**config.mk**
```make
export PLATFORM = sky130hd
export DESIGN_NAME = reservation_station
export DESIGN_NICKNAME = d
export VERILOG_FILES = /design/src/common/ooo_pkg.sv /design/src/hw/execute/reservation_station.sv
export SDC_FILE = /design/constraint.sdc
export NUM_CORES = 2
export LEC_CHECK = 0
export BUFFER_PORTS_ARGS = -buffer_cell sky130_fd_sc_hd__buf_2
export CORE_ASPECT_RATIO = 0.5
export CORE_MARGIN = 4
export CORE_UTILIZATION = 30
export DETAILED_ROUTE_END_ITERATION = 8
export GPL_TIMING_DRIVEN = 0
export HOLD_SLACK_MARGIN = 0.08
export PLACE_DENSITY = 0.44
export SYNTH_ARGS = -nofsm -noshare
export SYNTH_HDL_FRONTEND = slang
export SYNTH_SLANG_ARGS = --single-unit
```
**constraint.sdc**
```tcl
create_clock -name clk -period 14.3 [get_ports clk]
set_input_delay 2.86 -clock clk [delete_from_list [all_inputs] [get_ports clk]]
set_output_delay 2.86 -clock clk [all_outputs]
set_load 0.02 [all_outputs]
```
**src/common/ooo_pkg.sv**
```systemverilog
`default_nettype none

package ooo_pkg;

    localparam int XLEN      = 32;
    localparam int ROB_DEPTH = 7;
    localparam int RS_DEPTH  = 4;
    localparam int NUM_REGS  = 32;

    // rv32i major opcodes
    localparam logic [6:0] OPC_ALU_R  = 7'b0110011;
    localparam logic [6:0] OPC_ALU_I  = 7'b0010011;
    localparam logic [6:0] OPC_STORE  = 7'b0100011;
    localparam logic [6:0] OPC_BRANCH = 7'b1100011;

    typedef logic [XLEN-1:0] word_t;
    typedef logic [2:0]      rob_tag_t;
    typedef logic [4:0]      reg_idx_t;

    typedef enum logic [3:0] {
        OP_ADD, OP_SUB, OP_AND, OP_OR, OP_XOR, OP_SLT,
        OP_BEQ, OP_BNE, OP_BLT, OP_STA
    } alu_op_e;

    typedef enum logic [1:0] {CLS_ALU, CLS_STORE, CLS_BRANCH} inst_class_e;

    typedef struct packed {
        logic     valid;
        alu_op_e  op;
        rob_tag_t tag;
        word_t    src1_val;
        rob_tag_t src1_tag;
        word_t    src2_val;
        rob_tag_t src2_tag;
        word_t    imm;
        logic     use_imm;
        word_t    pc;
    } issue_pkt_t;

    typedef struct packed {
        logic        valid;
        inst_class_e cls;
        reg_idx_t    rd;
        word_t       pc;
        logic        predicted_taken;
    } rob_alloc_t;

    // value is alu result, store address or resolved next pc
    typedef struct packed {
        logic     valid;
        rob_tag_t tag;
        word_t    value;
        word_t    aux;
        logic     taken;
    } cdb_t;

    typedef struct packed {
        logic     valid;
        reg_idx_t rd;
        word_t    value;
    } commit_t;

    typedef struct packed {
        logic  valid;
        word_t addr;
        word_t data;
    } store_t;

    typedef struct packed {
        logic  valid;
        logic  misbranch;
        logic  taken;
        word_t target;
    } branch_t;

endpackage

`default_nettype wire

```
**src/hw/execute/reservation_station.sv**
```systemverilog
`timescale 1ns/100ps
`default_nettype none

module reservation_station
    import ooo_pkg::*;
(
    input  logic       clk,
    input  logic       rst,
    input  logic       flush,
    input  issue_pkt_t issue,
    input  cdb_t       cdb,
    output logic       full,
    output issue_pkt_t dispatch
);
    // entries kept in age order, slot 0 is oldest
    issue_pkt_t ent [RS_DEPTH];
    issue_pkt_t cur [RS_DEPTH];
    issue_pkt_t nxt [RS_DEPTH];
    logic [$clog2(RS_DEPTH)-1:0] sel;
    logic found;

    function automatic issue_pkt_t snoop(issue_pkt_t p, cdb_t c);
        issue_pkt_t q;
        q = p;
        if (c.valid && p.src1_tag == c.tag) begin
            q.src1_val = c.value;
            q.src1_tag = '0;
        end
        if (c.valid && p.src2_tag == c.tag) begin
            q.src2_val = c.value;
            q.src2_tag = '0;
        end
        return q;
    endfunction

    // scan from the youngest so the oldest ready entry wins
    always_comb begin
        found = 1'b0;
        sel   = '0;
        for (int i = RS_DEPTH - 1; i >= 0; i--) begin
            cur[i] = snoop(ent[i], cdb);
            if (cur[i].valid && cur[i].src1_tag == '0 && cur[i].src2_tag == '0) begin
                found = 1'b1;
                sel   = i[$clog2(RS_DEPTH)-1:0];
            end
        end
    end

    // compact around the dispatched entry, new work goes behind
    always_comb begin
        int k;
        k = 0;
        for (int i = 0; i < RS_DEPTH; i++)
            nxt[i] = '0;
        for (int i = 0; i < RS_DEPTH; i++) begin
            if (cur[i].valid && !(found && sel == i)) begin
                nxt[k] = cur[i];
                k++;
            end
        end
        if (issue.valid && k < RS_DEPTH)
            nxt[k] = issue;
    end

    assign full = ent[RS_DEPTH-1].valid;

    always_ff @(posedge clk) begin
        dispatch <= cur[sel];
        if (rst || flush) begin
            dispatch.valid <= 1'b0;
            for (int i = 0; i < RS_DEPTH; i++)
                ent[i].valid <= 1'b0;
        end else begin
            dispatch.valid <= found;
            for (int i = 0; i < RS_DEPTH; i++)
                ent[i] <= nxt[i];
        end
    end

endmodule

`default_nettype wire

```
==> metrics <==
total global routing track utilization=about a quarter; vias per inst=about 6.1; vias in the first global route=a little over 40000; Mapped Cells=approximately 4500; CP Data Required Time=~15 ns; Final GP Congestion=just over 0.9; first-pass GRT wire length=296000 um; CTS sink cnt=715; Power Dens Cells=around 100 nW/um2; Area Growth Syn to Fin=16.3%; Residual DRC=12; routed wire length=roughly 210000 um; full die area=approximately 150000 um2; Slew Limit Headroom=5.59%; Final #Nets=5134; initial DRC count=roughly 6500; CTS tree=built; Largest delay share family, worst path=buffers and inverters; most frequent CP cell=clkbuf_1; Internal=3780 uW; failing checks=design-rule violations; buffer and inverter count on the worst path=11; Die Y=about 280 um; Clock Skew=around 0.032 ns; row count=98; Top FF cell, synth=edfxtp_1; cts bufs inserted=80; Fmax=roughly 90 MHz; hpwl dp=140000 um; most common cell after layout, fill and taps aside=edfxtp_1; async set-reset flop share out of synthesis=0%; outcome=finished, violations left; H-tree level count=3; Max Root-Sink Buffers=3; crit-path cells=buf_2 > buf_2 > nand2_1 > o31ai_4 > nand4_1 > a21oi_1 > clkbuf_1 > inv_1 > ha_1 > clkbuf_1 > inv_1 > nor4_1 > inv_1 > clkbuf_1 > clkbuf_1 > ha_1 > nand2_1 > clkbuf_1 > clkbuf_1 > o21ai_0 > nand2_1 > mux2i_1; initial antenna violation count=18; Setup CP Type=input port to flip-flop; DR pass1 iterations=9; syn_area_per_cell=9.54 um2; register area share after synthesis=a little under half; worst skew pair latency=slightly above 0.7 ns; CP max-delay cell=clkbuf_1; Leak Pwr=just over 0.02 uW; Crit path largest cell delay=0.88 ns; Initial Utilization=30.2%; Sequential Power Share=between 40% and 50%; Critical Path Start Type=input port; mapped cell area=around 43000 um2; post-route ant nets=0; Core Area=~140000 um2; final hold vios=0; commonest cells after routing, fill and taps aside=568 x edfxtp_1, 496 x nor2_1, 426 x a21oi_1; setup violators final=0; switching power=about 1500 uW; CTS root buffer=clkbuf_16; per-cell routed wire length=30.2 um; HP Class=flip-flop to flip-flop; combinational power share=a little under an eighth; unrepaired setup endpoints after global routing=false; total gr overflow=0; I/O pin count=approximately 360; Crit. End Element=flip-flop; non-filler cells, final=6895; FF+latch count, synth=between 700 and 800; worst vdd ir=between 0.00008 and 0.00009 V; Post-synth EDFFs=approximately 570; Hold Buf Count CTS=0; Post-CTS Setup Inserts=0; fin crit share=roughly 77%; fin util=around a third; Slew Limit Fails=0; I/O Buffers=290; clock power share=between 40 and 50%; largest net degree at the start of global routing=39; die width=between 500 and 600 um; Max FO, Critical Path=10; Ys Warns=0; Worst-Margin Slew=roughly 1.4 ns; Max-Cap Viols=0; Synthesized Nets=about 4700; synth unique cells=63; CTS-repair resized insts=0; DR vias=~42000; layout cell share with drive strength beyond 1=14.4%; DP Cell Count=just under 7000; fin crit period=~11 ns; sw frac=between 20 and 30%; Crit path arrival time=around 11 ns; clock slew at reported path FFs=approximately 0.070 ns
per-stage QoR:
| step | instance area, um2 | setup TNS [ns] | setup slack, ns | hold WS, ns | total power [uW] |
|---|---|---|---|---|---|
| global route | 50200 | 0 | 3.23 | 0.630 | 5420 |
| finish | 50200 | 0 | 3.32 | 0.601 | 5240 |
| global placement | 47000 | -2186.19 | -3.90 | 0.579 | 3060 |
| detailed placement | 47400 | 0 | 3.03 | 0.578 | 3030 |
| floorplan | 43200 | 0 | 2.36 | 0.521 | 2790 |
| CTS | 50200 | 0 | 3.80 | 0.598 | 5270 |
worst paths after layout:
path	slack, ns	cells past startpoint	startpoint	to
min reg2reg	0.60	2	ent[0][333]	dispatch[47]
max	3.32	22	cdb[68]	ent[0][561]
min	0.60	2	ent[0][333]	dispatch[47]
max reg2reg	5.22	20	ent[0][102]	ent[0][561]
tightest hold or removal path: cells and delay by family (launching register included):
kind / cells / cell delay, ns
AO/OA/AOI/OAI: 1 / 0.08
flip-flops: 1 / 0.42
AND/OR/NAND/NOR: 1 / 0.07
layer usage:
layer  wire length, um  GRT usage [%]  vias up
met5                13              0        -
met4              7520           9.34        2
met3             19900           6.15      395
met2             95900           42.3     2515
met1             84800           34.5    20900
li1                  -              -    18200
flip-flops by register name, indices dropped and copies added, names as in the netlist:
signal / count
ent: 572
dispatch: 143
layout make-up:
class	instances	area (um2)
diodes	11	27.5
clock buffers	116	2470
fillers	14600	92600
inverters	131	495
repair buffers	313	1880
plain buffers	483	1990
clock inverters	33	284
well taps	1900	2380
multi-input cells	3193	20700
flip-flops and latches	715	20000
cells in the mapped netlist (3+ instances only):
master,instances,area (um2)
edfxtp_1,568,17100
nor2_1,498,1870
a21oi_1,426,2130
clkbuf_1,350,1310
nand2_1,336,1260
mux2i_1,328,3280
o21ai_0,165,826
dfxtp_1,147,2940
o22ai_1,147,920
a222oi_1,136,1360
a22o_1,136,1190
o221ai_1,136,1190
inv_1,130,488
buf_2,98,490
a21o_1,85,638
a211oi_1,78,586
nor3_1,78,390
and3_1,76,475
mux2_2,75,845
nand3_1,75,375
o211ai_1,74,556
or2_2,65,407
o32ai_1,64,561
a221o_1,60,601
o21ai_1,41,205
xnor2_1,26,228
buf_1,23,86.3
a31oi_1,16,100
or3_1,15,93.8
buf_4,10,75.1
nand4_1,8,50.1
and2_1,5,31.3
mux2_1,5,56.3
a221oi_1,3,26.3
o31a_1,3,26.3
power by group through the flow:
stage | clock network (uW) | registers (uW) | logic (uW)
after floorplan | 0 | 2490 | 297
after global placement | 0 | 2490 | 569
after detailed placement | 0 | 2440 | 586
after CTS | 2290 | 2400 | 588
after global routing | 2370 | 2410 | 631
final | 2250 | 2400 | 596
cells by family (layout without fill, tap and decap cells):
family | Yosys count | count (layout) | synth area share, %
AO/OA/AOI/OAI | 1589 | 1589 | 25.9
buffers and inverters | 614 | 1076 | 5.75
AND/OR/NAND/NOR | 1166 | 1166 | 11.7
adder cells (fa/ha/maj) | 2 | 2 | 0.0580
other | 0 | 11 | 0
XOR/XNOR | 28 | 28 | 0.568
multiplexers | 408 | 408 | 9.69
flip-flops | 715 | 715 | 46.3
Power figures use the tool's default switching activity.
