--- config.mk ---
export PLATFORM = sky130hd
export DESIGN_NAME = reorder_buffer
export DESIGN_NICKNAME = d
export VERILOG_FILES = /design/src/common/ooo_pkg.sv /design/src/hw/result/reorder_buffer.sv
export SDC_FILE = /design/constraint.sdc
export NUM_CORES = 1
export LEC_CHECK = 0
export BUFFER_PORTS_ARGS = -buffer_cell sky130_fd_sc_hd__buf_2
export CORE_AREA = 2 2 175 305
export DETAILED_ROUTE_END_ITERATION = 8
export DIE_AREA = 0 0 177 307
export PLACE_DENSITY_LB_ADDON = 0.15
export RECOVER_POWER = 25
export SLEW_MARGIN = 5
export SYNTH_ARGS = -nofsm -noshare
export SYNTH_HDL_FRONTEND = slang
export SYNTH_SLANG_ARGS = --single-unit
--- constraint.sdc ---
create_clock -name clk -period 10.9 [get_ports clk]
set_input_delay 2.18 -clock clk [delete_from_list [all_inputs] [get_ports clk]]
set_output_delay 2.18 -clock clk [all_outputs]
set_load 0.03 [all_outputs]
--- src/common/ooo_pkg.sv ---
`default_nettype none

package ooo_pkg;

    localparam int XLEN      = 32;
    localparam int ROB_DEPTH = 7;
    localparam int RS_DEPTH  = 4;
    localparam int NUM_REGS  = 32;

    // rv32i major opcodes
    localparam logic [6:0] OPC_ALU_R  = 7'b0110011;
    localparam logic [6:0] OPC_ALU_I  = 7'b0010011;
    localparam logic [6:0] OPC_STORE  = 7'b0100011;
    localparam logic [6:0] OPC_BRANCH = 7'b1100011;

    typedef logic [XLEN-1:0] word_t;
    typedef logic [2:0]      rob_tag_t;
    typedef logic [4:0]      reg_idx_t;

    typedef enum logic [3:0] {
        OP_ADD, OP_SUB, OP_AND, OP_OR, OP_XOR, OP_SLT,
        OP_BEQ, OP_BNE, OP_BLT, OP_STA
    } alu_op_e;

    typedef enum logic [1:0] {CLS_ALU, CLS_STORE, CLS_BRANCH} inst_class_e;

    typedef struct packed {
        logic     valid;
        alu_op_e  op;
        rob_tag_t tag;
        word_t    src1_val;
        rob_tag_t src1_tag;
        word_t    src2_val;
        rob_tag_t src2_tag;
        word_t    imm;
        logic     use_imm;
        word_t    pc;
    } issue_pkt_t;

    typedef struct packed {
        logic        valid;
        inst_class_e cls;
        reg_idx_t    rd;
        word_t       pc;
        logic        predicted_taken;
    } rob_alloc_t;

    // value is alu result, store address or resolved next pc
    typedef struct packed {
        logic     valid;
        rob_tag_t tag;
        word_t    value;
        word_t    aux;
        logic     taken;
    } cdb_t;

    typedef struct packed {
        logic     valid;
        reg_idx_t rd;
        word_t    value;
    } commit_t;

    typedef struct packed {
        logic  valid;
        word_t addr;
        word_t data;
    } store_t;

    typedef struct packed {
        logic  valid;
        logic  misbranch;
        logic  taken;
        word_t target;
    } branch_t;

endpackage

`default_nettype wire

--- src/hw/result/reorder_buffer.sv ---
`timescale 1ns/100ps
`default_nettype none

module reorder_buffer
    import ooo_pkg::*;
(
    input  logic       clk,
    input  logic       rst,
    input  rob_alloc_t rob_alloc,
    input  rob_tag_t   query_tag1,
    input  rob_tag_t   query_tag2,
    input  cdb_t       cdb,
    output rob_tag_t   alloc_tag,
    output logic       full,
    output logic       flush_pending,
    output logic       ready1,
    output logic       ready2,
    output word_t      val1,
    output word_t      val2,
    output logic       flush,
    output commit_t    commit,
    output rob_tag_t   commit_tag,
    output store_t     store,
    output branch_t    branch
);
    // slot 0 stays unused so tag 0 never reads as ready
    rob_tag_t           head, tail;
    logic               empty;
    logic [ROB_DEPTH:0] ready_q, taken_q, pred_q;
    word_t              value_q [ROB_DEPTH+1];
    word_t              aux_q   [ROB_DEPTH+1];
    inst_class_e        cls_q   [ROB_DEPTH+1];
    reg_idx_t           rd_q    [ROB_DEPTH+1];
    logic               retire, misbranch;

    function automatic rob_tag_t wrap_inc(rob_tag_t t);
        return (t == rob_tag_t'(ROB_DEPTH)) ? rob_tag_t'(1) : t + rob_tag_t'(1);
    endfunction

    assign alloc_tag = tail;
    assign full      = !empty && head == tail;
    assign ready1    = ready_q[query_tag1];
    assign val1      = value_q[query_tag1];
    assign ready2    = ready_q[query_tag2];
    assign val2      = value_q[query_tag2];

    assign retire    = !empty && ready_q[head];
    assign misbranch = retire && cls_q[head] == CLS_BRANCH && taken_q[head] != pred_q[head];

    // decode sees the flush coming, the other blocks act on it at the same edge
    assign flush_pending = misbranch;
    assign flush         = misbranch;

    always_ff @(posedge clk) begin
        if (rst) begin
            head         <= rob_tag_t'(1);
            tail         <= rob_tag_t'(1);
            empty        <= 1'b1;
            ready_q      <= '0;
            commit.valid <= 1'b0;
            store.valid  <= 1'b0;
            branch.valid <= 1'b0;
        end else begin
            commit.valid <= retire && cls_q[head] == CLS_ALU;
            store.valid  <= retire && cls_q[head] == CLS_STORE;
            branch.valid <= retire && cls_q[head] == CLS_BRANCH;
            if (misbranch) begin
                head    <= rob_tag_t'(1);
                tail    <= rob_tag_t'(1);
                empty   <= 1'b1;
                ready_q <= '0;
            end else begin
                if (rob_alloc.valid) begin
                    ready_q[tail] <= 1'b0;
                    tail          <= wrap_inc(tail);
                end
                if (cdb.valid)
                    ready_q[cdb.tag] <= 1'b1;
                if (retire)
                    head <= wrap_inc(head);
                if (rob_alloc.valid)
                    empty <= 1'b0;
                else if (retire && wrap_inc(head) == tail)
                    empty <= 1'b1;
            end
        end
        if (rob_alloc.valid) begin
            cls_q[tail]  <= rob_alloc.cls;
            rd_q[tail]   <= rob_alloc.rd;
            pred_q[tail] <= rob_alloc.predicted_taken;
        end
        if (cdb.valid) begin
            value_q[cdb.tag] <= cdb.value;
            aux_q[cdb.tag]   <= cdb.aux;
            taken_q[cdb.tag] <= cdb.taken;
        end
        commit.rd        <= rd_q[head];
        commit.value     <= value_q[head];
        commit_tag       <= head;
        store.addr       <= value_q[head];
        store.data       <= aux_q[head];
        branch.misbranch <= misbranch;
        branch.taken     <= taken_q[head];
        branch.target    <= value_q[head];
    end

endmodule

`default_nettype wire

==> impl_metrics.toml <==
[status]
status = "finished with violations"
violations = "capacitance limit, slew limit"

[logic_synthesis]
netlist_area_um2 = 28720
ys_seq_area_share_pct = 67.69
synth_cell_type_count = 30
syn-instance-count = 1340
synth_seq_cells = 679
syn_area_per_cell_um2 = 21.43
syn-num-nets = 1462
synth_warnings = 0

[cts]
clock_latency_ps = 620
clockBufferDepth = 3
cts_tree = "done"
cts_made_buffers = 57
post_cts_buffers = 0
clock_sinks = 679
cts_root_buf = "clkbuf_16"
ctsResizeCount = 0
cts_hold_buf = 0
cts_max_level = 2
path_clk_slew_ps = 70

[sta]
slew_headroom_pct = -183.3
hold_violations = 0
fin_ws_ps = 3374
final.setup.tns_ps = 0
rsz0062_at_grt = "false"
setup_viol = 0
fmax_mhz = 132.9
post-route-min-period_ps = 7526
fin_crit_sh_pct = 69.04
whs_ps = 557.8
fin_skew_ps = 22.14
final_max_slew_viol_count = 148
worst_pin_slew_ps = 4250

[layout]
syn2layout_area_growth_pct = 12.94
multi_input_area_um2 = 8453
layout.nets = 1693
final_core_util_pct = 62.28
final_cell_mix = "edfxtp_1 (584), mux4_2 (279), buf_2 (243)"
final_common_cell = "edfxtp_1"
nFillCells = 3677
drive_gt1_share_pct = 48.89
fin_area_um2 = 32430
stdcell_count = 2300
regArea_um2 = 19440

[route]
ant_nets = 0
route.detailed.wl_per_inst_um = 27.60
first_pass_iters = 5
avgViaCountPerCell = 6.109
drt_iter0_markers = 1126
vias = 14050
wirelength_um = 63480
drc_errors = 0

[floorplanning]
die_area_um2 = 54340
rows = 111
initial_utilization_pct = 55.14
core_area_um2 = 52080
die_w_um = 177
die_h_um = 307
ios = 331

[worst_setup_path]
end_kind = "output port"
worstPathArrival_ps = 5350
crit_start = "head[1]"
critical_path.max_fanout = 60
reg2reg_from = "head[1]"
crit_required_ps = 8720
crit_type = "reg2out"
cp-start-kind = "flop"

[placed_design]
placedCellCount = 2190
dp_slack_ps = 4006
dp_hpwl_um = 36900
portBuffers = 298
placed_area_um2 = 30450
gp_congestion = 0.7468

[power_and_ir_drop]
p_leak_nw = 10.89
total_power_mw = 5.619
vdd_ir_drop_max_mv = 0.2267
p_per_area_nw_per_um2 = 173.3

[global_route]
antenna_found_initial = 7
groute.usage.overall_pct = 23.78
overflow = 0
grt_max_degree = 67
grt_pass1_wl_um = 93650
grt_pass1_vias = 15110

[hold_path]
hp-start = "ready_q[3]"
min_path_type = "reg2reg"

[job]
maxCapViolations = 3
==> sequential cells by signal (all words and copies together), names as in the netlist, 16 cells and up, named ones only <==
| signal | count |
|---|---|
| store | 33 |
| value_q | 256 |
| cls_q | 16 |
| branch | 35 |
| aux_q | 256 |
| rd_q | 40 |
==> power by group <==
| part | internal [mW] | switching (mW) | total, mW | leakage, nW |
|---|---|---|---|---|
| clock network | 1.28 | 0.918 | 2.20 | 0.994 |
| logic | 0.185 | 0.283 | 0.468 | 3.79 |
| registers | 2.91 | 0.0414 | 2.95 | 6.10 |
| total | 4.38 | 1.24 | 5.62 | 10.9 |
==> worst max-delay path, stage by stage (launching register included) <==
cell     delay [ps]
dfxtp_1        2210
buf_4           980
mux4_2          420
mux2i_1         310
xnor2_1         200
nor3_1          310
buf_2           270
==> kinds of logic after synthesis <==
group,Yosys count,share of synthesized area [%]
simple gates,52,0.9106
fa+ha+maj,4,0.1743
mux,424,27.53
compound gates,16,0.4182
flops,679,67.69
xor+xnor,7,0.2135
buf+inv,158,3.072
==> final timing paths <==
path | endpoint | slack (ps) | depth (start not counted)
worst max-delay path | flush | 3370 | 6
worst min-delay path | ready_q[3] | 560 | 2
worst max register to register | flop | 5700 | 6
worst min register to register | ready_q[3] | 560 | 2
==> cell usage after synthesis <==
cell	number	share of area, %
edfxtp_1	584	61
mux4_2	279	22
mux2_2	136	5.3
dfxtp_1	95	6.6
buf_4	65	1.7
clkbuf_1	41	0.54
buf_1	20	0.26
buf_2	18	0.31
nor2_1	13	0.17
inv_1	11	0.14
nor2_2	10	0.22
mux2i_1	9	0.31
a21oi_1	8	0.14
nand2_1	8	0.10
xor2_1	6	0.18
nand2b_1	5	0.11
nand3_1	5	0.087
nor2b_1	5	0.11
ha_1	4	0.17
nor3_1	4	0.070
buf_6	3	0.12
a31oi_1	2	0.044
o21bai_1	2	0.052
a211oi_1	1	0.026
nor4_1	1	0.022
o211ai_2	1	0.044
o31ai_4	1	0.074
o41a_1	1	0.039
or3_1	1	0.022
xnor2_1	1	0.031
==> layout make-up <==
cell class                 count  share of cell area [%]
clock buffer                  72                   4.695
antenna                        2                 0.01543
inverter                      11                  0.1273
timing repair buffer         319                   4.907
tap                          678                   2.616
multi-input combinational    503                   26.06
sequential                   679                   59.95
clock inverter                36                   1.632
==> metal layers <==
layer | vias up | part of all wire [%] | track usage, %
met3 | 101 | 5.8 | 4.006
li1 | 6023 | - | -
met2 | 468 | 53 | 42.48
met4 | 10 | 2.9 | 7.457
met5 | - | 0.11 | 0
met1 | 7448 | 38 | 29.50
(Power assumes the default switching activity.)
