$ cat src/common/ooo_pkg.sv
`default_nettype none

package ooo_pkg;

    localparam int XLEN      = 32;
    localparam int ROB_DEPTH = 7;
    localparam int RS_DEPTH  = 4;
    localparam int NUM_REGS  = 32;

    // rv32i major opcodes
    localparam logic [6:0] OPC_ALU_R  = 7'b0110011;
    localparam logic [6:0] OPC_ALU_I  = 7'b0010011;
    localparam logic [6:0] OPC_STORE  = 7'b0100011;
    localparam logic [6:0] OPC_BRANCH = 7'b1100011;

    typedef logic [XLEN-1:0] word_t;
    typedef logic [2:0]      rob_tag_t;
    typedef logic [4:0]      reg_idx_t;

    typedef enum logic [3:0] {
        OP_ADD, OP_SUB, OP_AND, OP_OR, OP_XOR, OP_SLT,
        OP_BEQ, OP_BNE, OP_BLT, OP_STA
    } alu_op_e;

    typedef enum logic [1:0] {CLS_ALU, CLS_STORE, CLS_BRANCH} inst_class_e;

    typedef struct packed {
        logic     valid;
        alu_op_e  op;
        rob_tag_t tag;
        word_t    src1_val;
        rob_tag_t src1_tag;
        word_t    src2_val;
        rob_tag_t src2_tag;
        word_t    imm;
        logic     use_imm;
        word_t    pc;
    } issue_pkt_t;

    typedef struct packed {
        logic        valid;
        inst_class_e cls;
        reg_idx_t    rd;
        word_t       pc;
        logic        predicted_taken;
    } rob_alloc_t;

    // value is alu result, store address or resolved next pc
    typedef struct packed {
        logic     valid;
        rob_tag_t tag;
        word_t    value;
        word_t    aux;
        logic     taken;
    } cdb_t;

    typedef struct packed {
        logic     valid;
        reg_idx_t rd;
        word_t    value;
    } commit_t;

    typedef struct packed {
        logic  valid;
        word_t addr;
        word_t data;
    } store_t;

    typedef struct packed {
        logic  valid;
        logic  misbranch;
        logic  taken;
        word_t target;
    } branch_t;

endpackage

`default_nettype wire

$ cat src/hw/decode/rename_regfile.sv
`timescale 1ns/100ps
`default_nettype none

module rename_regfile
    import ooo_pkg::*;
(
    input  logic     clk,
    input  logic     rst,
    input  logic     flush,
    input  reg_idx_t rs1,
    input  reg_idx_t rs2,
    input  reg_idx_t rename_rd,
    input  rob_tag_t rename_tag,
    input  logic     rename_en,
    input  commit_t  commit,
    input  rob_tag_t commit_tag,
    output rob_tag_t tag1,
    output rob_tag_t tag2,
    output word_t    val1,
    output word_t    val2
);
    word_t    regs [NUM_REGS];
    rob_tag_t tags [NUM_REGS];
    logic     hit1, hit2;

    // retiring value is visible before it lands, since its rob slot may be reused
    assign hit1 = commit.valid && commit.rd == rs1 && tags[rs1] == commit_tag;
    assign hit2 = commit.valid && commit.rd == rs2 && tags[rs2] == commit_tag;

    assign tag1 = hit1 ? '0 : tags[rs1];
    assign val1 = hit1 ? commit.value : regs[rs1];
    assign tag2 = hit2 ? '0 : tags[rs2];
    assign val2 = hit2 ? commit.value : regs[rs2];

    // x0 is never written and never renamed
    always_ff @(posedge clk) begin
        if (rst) begin
            for (int i = 0; i < NUM_REGS; i++) begin
                regs[i] <= '0;
                tags[i] <= '0;
            end
        end else begin
            if (commit.valid && commit.rd != '0) begin
                regs[commit.rd] <= commit.value;
                if (tags[commit.rd] == commit_tag)
                    tags[commit.rd] <= '0;
            end
            if (rename_en && rename_rd != '0)
                tags[rename_rd] <= rename_tag;
            if (flush) begin
                for (int i = 0; i < NUM_REGS; i++)
                    tags[i] <= '0;
            end
        end
    end

endmodule

`default_nettype wire

$ cat config.mk
export PLATFORM = sky130hd
export DESIGN_NAME = rename_regfile
export DESIGN_NICKNAME = d
export VERILOG_FILES = /design/src/common/ooo_pkg.sv /design/src/hw/decode/rename_regfile.sv
export SDC_FILE = /design/constraint.sdc
export NUM_CORES = 2
export LEC_CHECK = 0
export BUFFER_PORTS_ARGS = -buffer_cell sky130_fd_sc_hd__buf_2
export CAP_MARGIN = 15
export CORE_MARGIN = 4
export CORE_UTILIZATION = 63
export DETAILED_ROUTE_END_ITERATION = 10
export GPL_TIMING_DRIVEN = 0
export PLACE_DENSITY = 0.8
export SYNTH_ARGS = -nofsm -noshare
export SYNTH_HDL_FRONTEND = slang
export SYNTH_SLANG_ARGS = --single-unit
$ cat constraint.sdc
create_clock -name clk -period 6.2 [get_ports clk]
set_clock_uncertainty 0.15 [all_clocks]
set_input_delay 0.31 -clock clk [delete_from_list [all_inputs] [get_ports clk]]
set_output_delay 0.31 -clock clk [all_outputs]
set_load 0.05 [all_outputs]
==> metrics.yaml <==
routing:
  drtIter0Drc: 8077
  ant_nets: 0
  firstDrtPassIters: 9
  num_vias: 41854
  routedWlPerCell_um: 38.1
  drt_wl_total_um: 214000
  drc: 0
  routed_via_density: 7.47
die:
  fp.dieW_um: 321
  die_area_mm2: 0.103
  rows: 114
  ios: 133
  core-area_mm2: 0.0971
  initial_core_util_pct: 63.7
  die_y_um: 321
synthesis:
  synth-edff-count: 1120
  yosys_warnings: 0
  synthFlopType: "edfxtp_1"
  syn_area_per_cell_um2: 16.0
  synth.most_common_cell: "edfxtp_1"
  yosysSeqAreaShare_pct: 54.3
  synth_area_mm2: 0.0619
  yosys-top-cells-area: "edfxtp_1 54%, mux4_2 24%, and2_1 10%"
  synth_cells: 3862
  synth.distinct_cells: 47
  ys_top_cells_by_count: "1120 x edfxtp_1, 997 x and2_1, 663 x mux4_2, 322 x clkbuf_1, 109 x mux2i_1"
  synth_top_cell_by_area: "edfxtp_1"
  synth_top_area_share_pct: 54.3
  async_reset_ff_share_pct: 0
  synth_seq_cells: 1120
pwr:
  total_power_mw: 18.9
  power_leakage_nw: 24.1
  comb_power_share_pct: 15.4
  power.density_mw_per_mm2: 273
  seqPwrFrac_pct: 47.7
  clkPwrFrac_pct: 36.9
  internal_power_mw: 13.9
  vdd_ir_drop_max_mv: 0.207
  p_switching_mw: 4.97
  p_sw_share_pct: 26.3
setup_path:
  cp_data_arrival_time_ps: 4550
  critPathLaunchType: "primary input"
  reg2reg_depth: 7
  path_class: "primary input to output pin"
  r2r_end: "tags[9][1]"
  worstPathCellList: "buf_4 -> buf_2 -> clkbuf_1 -> clkbuf_1 -> mux4_2 -> mux4_2 -> mux2_2 -> mux2_2 -> buf_2"
  regToRegSetupSlack_ps: 2700
  cp_max_fo: 10
  crit_path_start: "rs2[1]"
  r2r_start: "tags[11][1]"
  cpPeakStageDelay_ps: 920
  end_kind: "output pin"
  slowest_stage: "clkbuf_1"
  cpLargestDelayFamily: "buffers and inverters"
  path_buf_inv: 5
  crit_required_ps: 5740
worst_hold_path:
  hp-start: "rename_rd[4]"
  holdPathStages: 3
  min_to: "tags[1][0]"
  holdCritPathClass: "primary input to flop"
timing:
  rsz0062_at_grt: "no"
  setup_tns_ps: 0
  timing.final.crit_period_ps: 5010
  hold_slack_ps: 63.8
  setup_viol: 0
  maxSlewHeadroom_pct: 7.34
  finalMaxSlewViolations: 0
  period_share_pct: 80.7
  hold_viol: 0
  fmax_mhz: 200
  worst_pin_slew_ps: 1390
clocking:
  post-cts-setup-buffers: 0
  cts_buffers: 116
  clkLatencyLatePin_ps: 720
  cts.clk_slew.worst_paths_ps: 50
  cts_tree: "built"
  cts.path.max_buffers: 3
  cts.root.buffer_cell: "clkbuf_16"
  htree_levels: 3
  cts.sinks: 1120
  cts-resized-gates: 0
final_layout:
  final_nets: 4290
  design_area_mm2: 0.0694
  multi_input_area_mm2: 0.0265
  final_layout_size_suffix_gt1_share_pct: 28.4
  synthToLayoutAreaGrowth_pct: 12.2
  fill_cells: 5893
  regArea_mm2: 0.0336
grt:
  grt_overflow: 0
  antenna_found_initial: 21
  grt_pass1_vias: 41876
  grt_usage_pct: 41.3
  grt_max_degree: 33
  grt_pass1_wl_um: 297000
run:
  maxCapViolCount: 0
status:
  outcome: "finished clean"
placement:
  port_buffers: 117
  place_hpwl_um: 147000
  place_congestion: 0.990
  placed_area_mm2: 0.0649
-- kinds of logic (layout without fill, tap and decap cells) --
| logic type | count (synthesis) | in the layout | share of synthesized area (%) |
|---|---|---|---|
| XOR/XNOR | 14 | 14 | 0.198 |
| buffers and inverters | 427 | 849 | 3.04 |
| other | 1 | 47 | 0.00606 |
| multiplexers | 902 | 902 | 28.6 |
| AND/OR/NAND/NOR | 1266 | 1266 | 12.4 |
| AO/OA/AOI/OAI | 132 | 132 | 1.34 |
| flip-flops | 1120 | 1120 | 54.3 |
-- how the worst max path moves through the flow --
stage,end,depth (start not counted)
final,val2[0],9
after global routing,val2[0],9
after CTS,val2[0],9
after detailed placement,val2[16],9
after global placement,val2[18],9
after floorplan,val1[1],7
-- layer usage --
| layer | up-vias | track usage [%] | wire length [um] |
|---|---|---|---|
| met5 | - | 2.27 | 275 |
| met4 | 18 | 21.7 | 13600 |
| met3 | 904 | 17.1 | 35400 |
| met2 | 4275 | 62.3 | 96700 |
| met1 | 20868 | 51.7 | 67700 |
| li1 | 15789 | - | - |
-- worst register-to-register path, cell delays in order (launching register included) --
cell	delay (ps)
edfxtp_1	490
mux4_2	510
mux2i_1	200
a22oi_1	190
nand3_1	150
and4b_1	320
nand3_1	420
o21ai_0	710
-- flip-flops by register name, indices dropped and copies added, names as in the netlist --
register  count
regs       1024
tags         96
-- layout make-up --
cell class / count / share of cell area (%)
Sequential cell: 1120 / 48.4
Tap cell: 1276 / 2.30
Antenna cell: 12 / 0.0433
Buffer: 422 / 2.69
Timing Repair Buffer: 213 / 3.01
Inverter: 5 / 0.0270
Clock inverter: 61 / 0.858
Clock buffer: 148 / 4.45
Multi-Input combinational cell: 2349 / 38.2
-- power groups by stage --
| stage | registers, mW | clock network [mW] | logic, mW |
|---|---|---|---|
| 2_1_floorplan | 9.02 | 0 | 1.90 |
| 3_3_place_gp | 9.12 | 0 | 2.67 |
| 3_5_place_dp | 9.14 | 0 | 2.76 |
| 4_1_cts | 8.99 | 6.91 | 2.80 |
| 5_1_grt | 9.04 | 7.25 | 2.96 |
| 6_report | 9.02 | 6.99 | 2.91 |
-- metrics by stage --
stage / instances / util (%) / worst slack [ps]
2_1_floorplan: 3896 / - / 2810
3_3_place_gp: 5289 / 66.1 / 1270
3_5_place_dp: 5325 / 66.8 / 1450
4_1_cts: 5569 / 70.9 / 1340
5_1_grt: 5595 / 71.4 / 1300
6_report: 5606 / 71.5 / 1190
-- cells in the final DEF (no fill, tap or decap), types with 5 or more instances in the layout --
cell	n
nand3_1	6
buf_16	11
clkinvlp_4	5
mux2i_1	109
nor2b_1	6
buf_12	29
clkbuf_1	350
xor2_1	7
edfxtp_1	1120
buf_1	41
a22oi_1	54
buf_6	7
nor2_1	71
nand2b_1	13
nor4_1	26
nand2_1	16
buf_2	151
conb_1	35
or2_2	33
a21oi_1	42
mux2_4	58
and3_1	34
and2_1	997
clkinv_1	22
clkinv_2	17
clkbuf_16	119
bufinv_16	11
buf_8	29
nor3_1	43
diode_2	12
dlygate4sd3_1	35
mux2_2	71
o21ai_0	26
buf_4	7
mux4_2	663
xnor2_1	7
-- timing repair --
| item | 4_1_cts | 5_1_grt |
|---|---|---|
| hold buffers | 35 | 0 |
| endpoints found under the hold margin | 35 | 0 |
| setup endpoints to repair | 0 | 0 |
Power figures use the tool's default switching activity.
