File: src/common/ooo_pkg.sv
`default_nettype none

package ooo_pkg;

    localparam int XLEN      = 32;
    localparam int ROB_DEPTH = 7;
    localparam int RS_DEPTH  = 4;
    localparam int NUM_REGS  = 32;

    // rv32i major opcodes
    localparam logic [6:0] OPC_ALU_R  = 7'b0110011;
    localparam logic [6:0] OPC_ALU_I  = 7'b0010011;
    localparam logic [6:0] OPC_STORE  = 7'b0100011;
    localparam logic [6:0] OPC_BRANCH = 7'b1100011;

    typedef logic [XLEN-1:0] word_t;
    typedef logic [2:0]      rob_tag_t;
    typedef logic [4:0]      reg_idx_t;

    typedef enum logic [3:0] {
        OP_ADD, OP_SUB, OP_AND, OP_OR, OP_XOR, OP_SLT,
        OP_BEQ, OP_BNE, OP_BLT, OP_STA
    } alu_op_e;

    typedef enum logic [1:0] {CLS_ALU, CLS_STORE, CLS_BRANCH} inst_class_e;

    typedef struct packed {
        logic     valid;
        alu_op_e  op;
        rob_tag_t tag;
        word_t    src1_val;
        rob_tag_t src1_tag;
        word_t    src2_val;
        rob_tag_t src2_tag;
        word_t    imm;
        logic     use_imm;
        word_t    pc;
    } issue_pkt_t;

    typedef struct packed {
        logic        valid;
        inst_class_e cls;
        reg_idx_t    rd;
        word_t       pc;
        logic        predicted_taken;
    } rob_alloc_t;

    // value is alu result, store address or resolved next pc
    typedef struct packed {
        logic     valid;
        rob_tag_t tag;
        word_t    value;
        word_t    aux;
        logic     taken;
    } cdb_t;

    typedef struct packed {
        logic     valid;
        reg_idx_t rd;
        word_t    value;
    } commit_t;

    typedef struct packed {
        logic  valid;
        word_t addr;
        word_t data;
    } store_t;

    typedef struct packed {
        logic  valid;
        logic  misbranch;
        logic  taken;
        word_t target;
    } branch_t;

endpackage

`default_nettype wire

File: src/hw/execute/alu_pipe.sv
`timescale 1ns/100ps
`default_nettype none

module alu_pipe
    import ooo_pkg::*;
(
    input  logic       clk,
    input  logic       rst,
    input  logic       flush,
    input  issue_pkt_t dispatch,
    output cdb_t       cdb
);
    typedef struct packed {
        logic     valid;
        rob_tag_t tag;
        logic     is_branch;
        logic     cond;
        word_t    res;
        word_t    aux;
        word_t    target;
        word_t    link;
    } stage_t;

    stage_t s1;
    word_t  opa, opb, res;
    logic   cond;

    assign opa = dispatch.src1_val;
    assign opb = dispatch.use_imm ? dispatch.imm : dispatch.src2_val;

    always_comb begin
        res  = '0;
        cond = 1'b0;
        case (dispatch.op)
            OP_ADD, OP_STA: res = opa + opb;
            OP_SUB:  res = opa - opb;
            OP_AND:  res = opa & opb;
            OP_OR:   res = opa | opb;
            OP_XOR:  res = opa ^ opb;
            OP_SLT:  res = word_t'($signed(opa) < $signed(opb));
            OP_BEQ:  cond = opa == opb;
            OP_BNE:  cond = opa != opb;
            OP_BLT:  cond = $signed(opa) < $signed(opb);
            default: ;
        endcase
    end

    always_ff @(posedge clk) begin
        s1.tag       <= dispatch.tag;
        s1.is_branch <= dispatch.op inside {OP_BEQ, OP_BNE, OP_BLT};
        s1.cond      <= cond;
        s1.res       <= res;
        s1.aux       <= dispatch.src2_val;
        s1.target    <= dispatch.pc + dispatch.imm;
        s1.link      <= dispatch.pc + 32'd4;
        // stage 2, branches report the pc they really continue at
        cdb.tag   <= s1.tag;
        cdb.aux   <= s1.aux;
        cdb.taken <= s1.is_branch && s1.cond;
        cdb.value <= !s1.is_branch ? s1.res : (s1.cond ? s1.target : s1.link);
        if (rst || flush) begin
            s1.valid  <= 1'b0;
            cdb.valid <= 1'b0;
        end else begin
            s1.valid  <= dispatch.valid;
            cdb.valid <= s1.valid;
        end
    end

endmodule

`default_nettype wire

File: config.mk
export PLATFORM = sky130hd
export DESIGN_NAME = alu_pipe
export DESIGN_NICKNAME = d
export VERILOG_FILES = /design/src/common/ooo_pkg.sv /design/src/hw/execute/alu_pipe.sv
export SDC_FILE = /design/constraint.sdc
export NUM_CORES = 1
export LEC_CHECK = 0
export ABC_AREA = 1
export BUFFER_PORTS_ARGS = -buffer_cell sky130_fd_sc_hd__buf_2
export CAP_MARGIN = 20
export CORE_MARGIN = 3
export CORE_UTILIZATION = 35
export CTS_BUF_LIST = sky130_fd_sc_hd__clkbuf_4 sky130_fd_sc_hd__clkbuf_8
export CTS_CLUSTER_DIAMETER = 30
export DETAILED_ROUTE_END_ITERATION = 8
export HOLD_SLACK_MARGIN = 0.02
export SLEW_MARGIN = 20
export SYNTH_ARGS = -nofsm -noshare
export SYNTH_HDL_FRONTEND = slang
export SYNTH_SLANG_ARGS = --single-unit
File: constraint.sdc
create_clock -name clk -period 8.5 [get_ports clk]
set_input_delay 1.275 -clock clk [delete_from_list [all_inputs] [get_ports clk]]
set_output_delay 1.275 -clock clk [all_outputs]
set_load 0.03 [all_outputs]
==> metrics.md <==
| Metric | Value |
|---|---|
| Cell Area, Synth | `0.0140 sq mm` |
| PwrDens | `178 mW/mm^2` |
| Critical path arrival | `4440 ps` |
| Syn. warnings | `0` |
| Min-delay worst type | `reg -> reg` |
| Max cap viols | `0` |
| Post-synth EDFFs | `0` |
| Maximum clock path buffer count | `3` |
| RSZ-0062 raised after global routing | `no` |
| Critical Path End | `s1[127]` |
| Clock Sinks | `203` |
| Root Buffer | `clkbuf_8` |
| Post-synth top area share | `29.1%` |
| Mapped Cells | `2179` |
| Die Y | `206 um` |
| Setup crit end kind | `flip-flop` |
| Post-synth top area cell | `dfxtp_1` |
| Post-Syn Nets | `2465` |
| Top Family by Delay on Critical Path | `simple AND/OR/NAND/NOR gates` |
| Start of the worst register-to-register path | `s1[128]` |
| Cell with the most instances after synthesis | `nand2_1` |
| Core Area | `0.0391 sq mm` |
| Crit Path Class | `in -> reg` |
| Initial Util | `35.8%` |
| Commonest cells in the synthesized netlist | `628 x nand2_1, 393 x inv_1, 203 x dfxtp_1` |
| Fin. Hold Viols | `0` |
| Gp weighted congestion | `0.962` |
| Status | `completed` |
| Area share of and/or/nand/nor cells after synthesis | `30.2%` |
| Gr ovfl total | `0` |
| Worst reg-to-reg path cell count | `3` |
| Share of layout cells above drive strength 1 | `12.7%` |
| Cell depth of the worst setup path | `13` |
| First-pass GRT wire length | `76500 um` |
| Worst Path Buf+Inv | `2` |
| Top cells by area, synth | `dfxtp_1 29%, nand2_1 17%, ha_1 12%` |
| Min Tclk post-route | `4020 ps` |
| Relative slew slack | `44.4%` |
| Worst-path cell chain | `buf_2, buf_4, o21ai_0, ha_1, nand2_1, nor2_1, nand2_1, nor4_1, nand2_1, nand2_1, nand2_1, nand3_1, nand3_1` |
| Max Freq | `0.249 GHz` |
| Post-synthesis register bit count | `203` |
| Flop pwr share | `37.4%` |
| Max rail drop VDD | `0.170 mV` |
| Final HPWL DP | `42100 um` |
| Die width | `206 um` |
| Vias per Instance | `4.96` |
| Post-CTS Resized | `0` |
| Switch Pwr | `0.00104 W` |
| CTS clk-pin slew, worst paths | `60 ps` |
| Ys async rst share | `0%` |
| Leakage power total | `8.87 nW` |
| Main combinational cell family by area after synthesis | `simple AND/OR/NAND/NOR gates` |
| # port buffers | `208` |
| CP Launch Point | `dispatch[32]` |
| Int Pwr | `0.00186 W` |
| Layout Cells excl Fill | `2923` |
| CTS tree | `built` |
| Combinational power share | `29.7%` |
| Placed Instances | `2860` |
| Peak fanout along the critical path | `64` |
| Final nets | `2665` |
| Startpoint Class | `input pin` |
| Skew-Pair Late Insertion Delay | `550 ps` |
| Worst Path Required | `8920 ps` |
| Slowest-stage cell, CP | `ha_1` |
| Final-report setup violation count | `0` |
| Pin count of the biggest net entering global routing | `66` |
| Slowest stage delay, CP | `610 ps` |
| Drt pass-1 iters | `5` |
| Standard-cell rows | `72` |
| WL/cell | `17.5 um` |
| Sw frac | `35.8%` |
| Setup_tns | `0 ps` |
| Starting DRT DRC Count | `1253` |
| Most used cell, CP | `nand2_1` |
| Sequential area share after synthesis | `29.1%` |
| Post-synthesis compound-gate area fraction | `12.8%` |
| Skew final | `24.1 ps` |
| DRC viols | `0` |
| Post-synthesis xor/xnor area fraction | `3.19%` |
| Final Cycle Share | `47.3%` |
| Syn_area_per_cell | `6.42 sq um` |
| Die area | `0.0424 sq mm` |
| Initial antenna violation count | `3` |
| Post-synthesis adder-cell area fraction | `12.7%` |
| Clock share of power | `32.8%` |
| Worst Tran Pin Value | `835 ps` |
| FF-to-FF setup slack | `6590 ps` |
| Vias in the first global route | `13.5k` |
| Hold Startpoint | `s1[132]` |
| Mux contribution to synthesized area | `0%` |
| TritonCTS Buffers | `35` |
| Antenna violation net count after detailed routing | `0` |
| Final WL | `51200 um` |
| H-Tree Depth | `2` |
| Top Ports | `215` |
| Via count | `14.5k` |
| Netlist cell types | `40` |
| Post-CTS Setup Bufs | `0` |
| Slew Limit Fails | `0` |
| Main synth FF type | `dfxtp_1` |
| Reg2reg end | `cdb[58]` |
| GRT Overall Usage | `23.5%` |
| Layout Area Growth over Synthesis | `16.4%` |
| CTS Hold Bufs | `0` |
## routing by layer
| metal | up-vias | routed length, um | GRT usage, % | share of wire (%) |
|---|---|---|---|---|
| li1 | 7242 | - | - | - |
| met1 | 6569 | 22100 | 31.1 | 43 |
| met2 | 584 | 22900 | 38.4 | 45 |
| met3 | 99 | 4220 | 4.28 | 8.2 |
| met4 | 6 | 1950 | 8.53 | 3.8 |
| met5 | - | 41 | 0 | 0.080 |
## through the flow
stage / cell area [sq um] / worst slack, ps / util (%) / hold slack [ps] / power, W
4_1_cts: 16300 / 4570 / 41.6 / 314 / 0.00292
5_1_grt: 16300 / 4360 / 41.6 / 328 / 0.00307
3_3_place_gp: 15500 / 3960 / 39.7 / 310 / 0.00194
6_report: 16300 / 4480 / 41.6 / 322 / 0.00290
3_5_place_dp: 15500 / 3990 / 39.7 / 312 / 0.00195
2_1_floorplan: 14000 / 4960 / - / 310 / 0.00165
## worst min path at each step
| stage | end | slack (ps) | depth (start not counted) |
|---|---|---|---|
| after CTS | cdb[18] | 310 | 0 |
| final | cdb[67] | 320 | 0 |
| after floorplan | cdb[10] | 310 | 0 |
| after global placement | cdb[3] | 310 | 0 |
| after global routing | cdb[3] | 330 | 0 |
| after detailed placement | cdb[3] | 310 | 0 |
## cell type report
cell class / instances / area (sq um)
fillers: 4298 / 22800
multi-input cells: 1530 / 8230
flip-flops and latches: 203 / 4070
inverters: 394 / 1480
repair buffers: 215 / 1090
well taps: 518 / 648
clock buffers: 48 / 592
clock inverters: 13 / 166
diodes: 2 / 5.00
## cell families after synthesis
logic type	count (synthesis)
and+or+nand+nor	1012
AOI/OAI and AO/OA	327
buffers and inverters	446
xor gates and xnor gates	51
DFF	203
adders and majority gates	140
## state kept, by name, summed over array words and instances (netlist names)
signal  count
s1        134
cdb        69
## cell usage in the layout, fill, tap and decap left out, types with 5 or more instances in the layout
master | netlist | routed
a21oi_1 | 127 | 127
a31oi_1 | 33 | 33
buf_2 | 19 | 208
buf_4 | 0 | 7
clkbuf_4 | 0 | 11
clkbuf_8 | 0 | 37
dfxtp_1 | 203 | 201
ha_1 | 137 | 137
inv_1 | 393 | 392
nand2_1 | 628 | 628
nand3_1 | 134 | 133
nand4_1 | 15 | 15
nor2_1 | 180 | 180
nor2_4 | 5 | 5
nor3_1 | 16 | 16
nor4_1 | 6 | 6
o21ai_0 | 103 | 103
o21ai_1 | 7 | 7
o21bai_1 | 14 | 14
o22ai_1 | 32 | 32
xnor2_1 | 16 | 16
xor2_1 | 35 | 35
## power groups by stage
stage	clock, W	sequential (W)	combinational (W)
after floorplan	0	0.00116	0.000492
after global placement	0	0.00110	0.000842
after detailed placement	0	0.00110	0.000849
after CTS	0.000978	0.00108	0.000853
after global routing	0.00103	0.00109	0.000955
final	0.000951	0.00108	0.000860
Power figures use the tool's default switching activity.
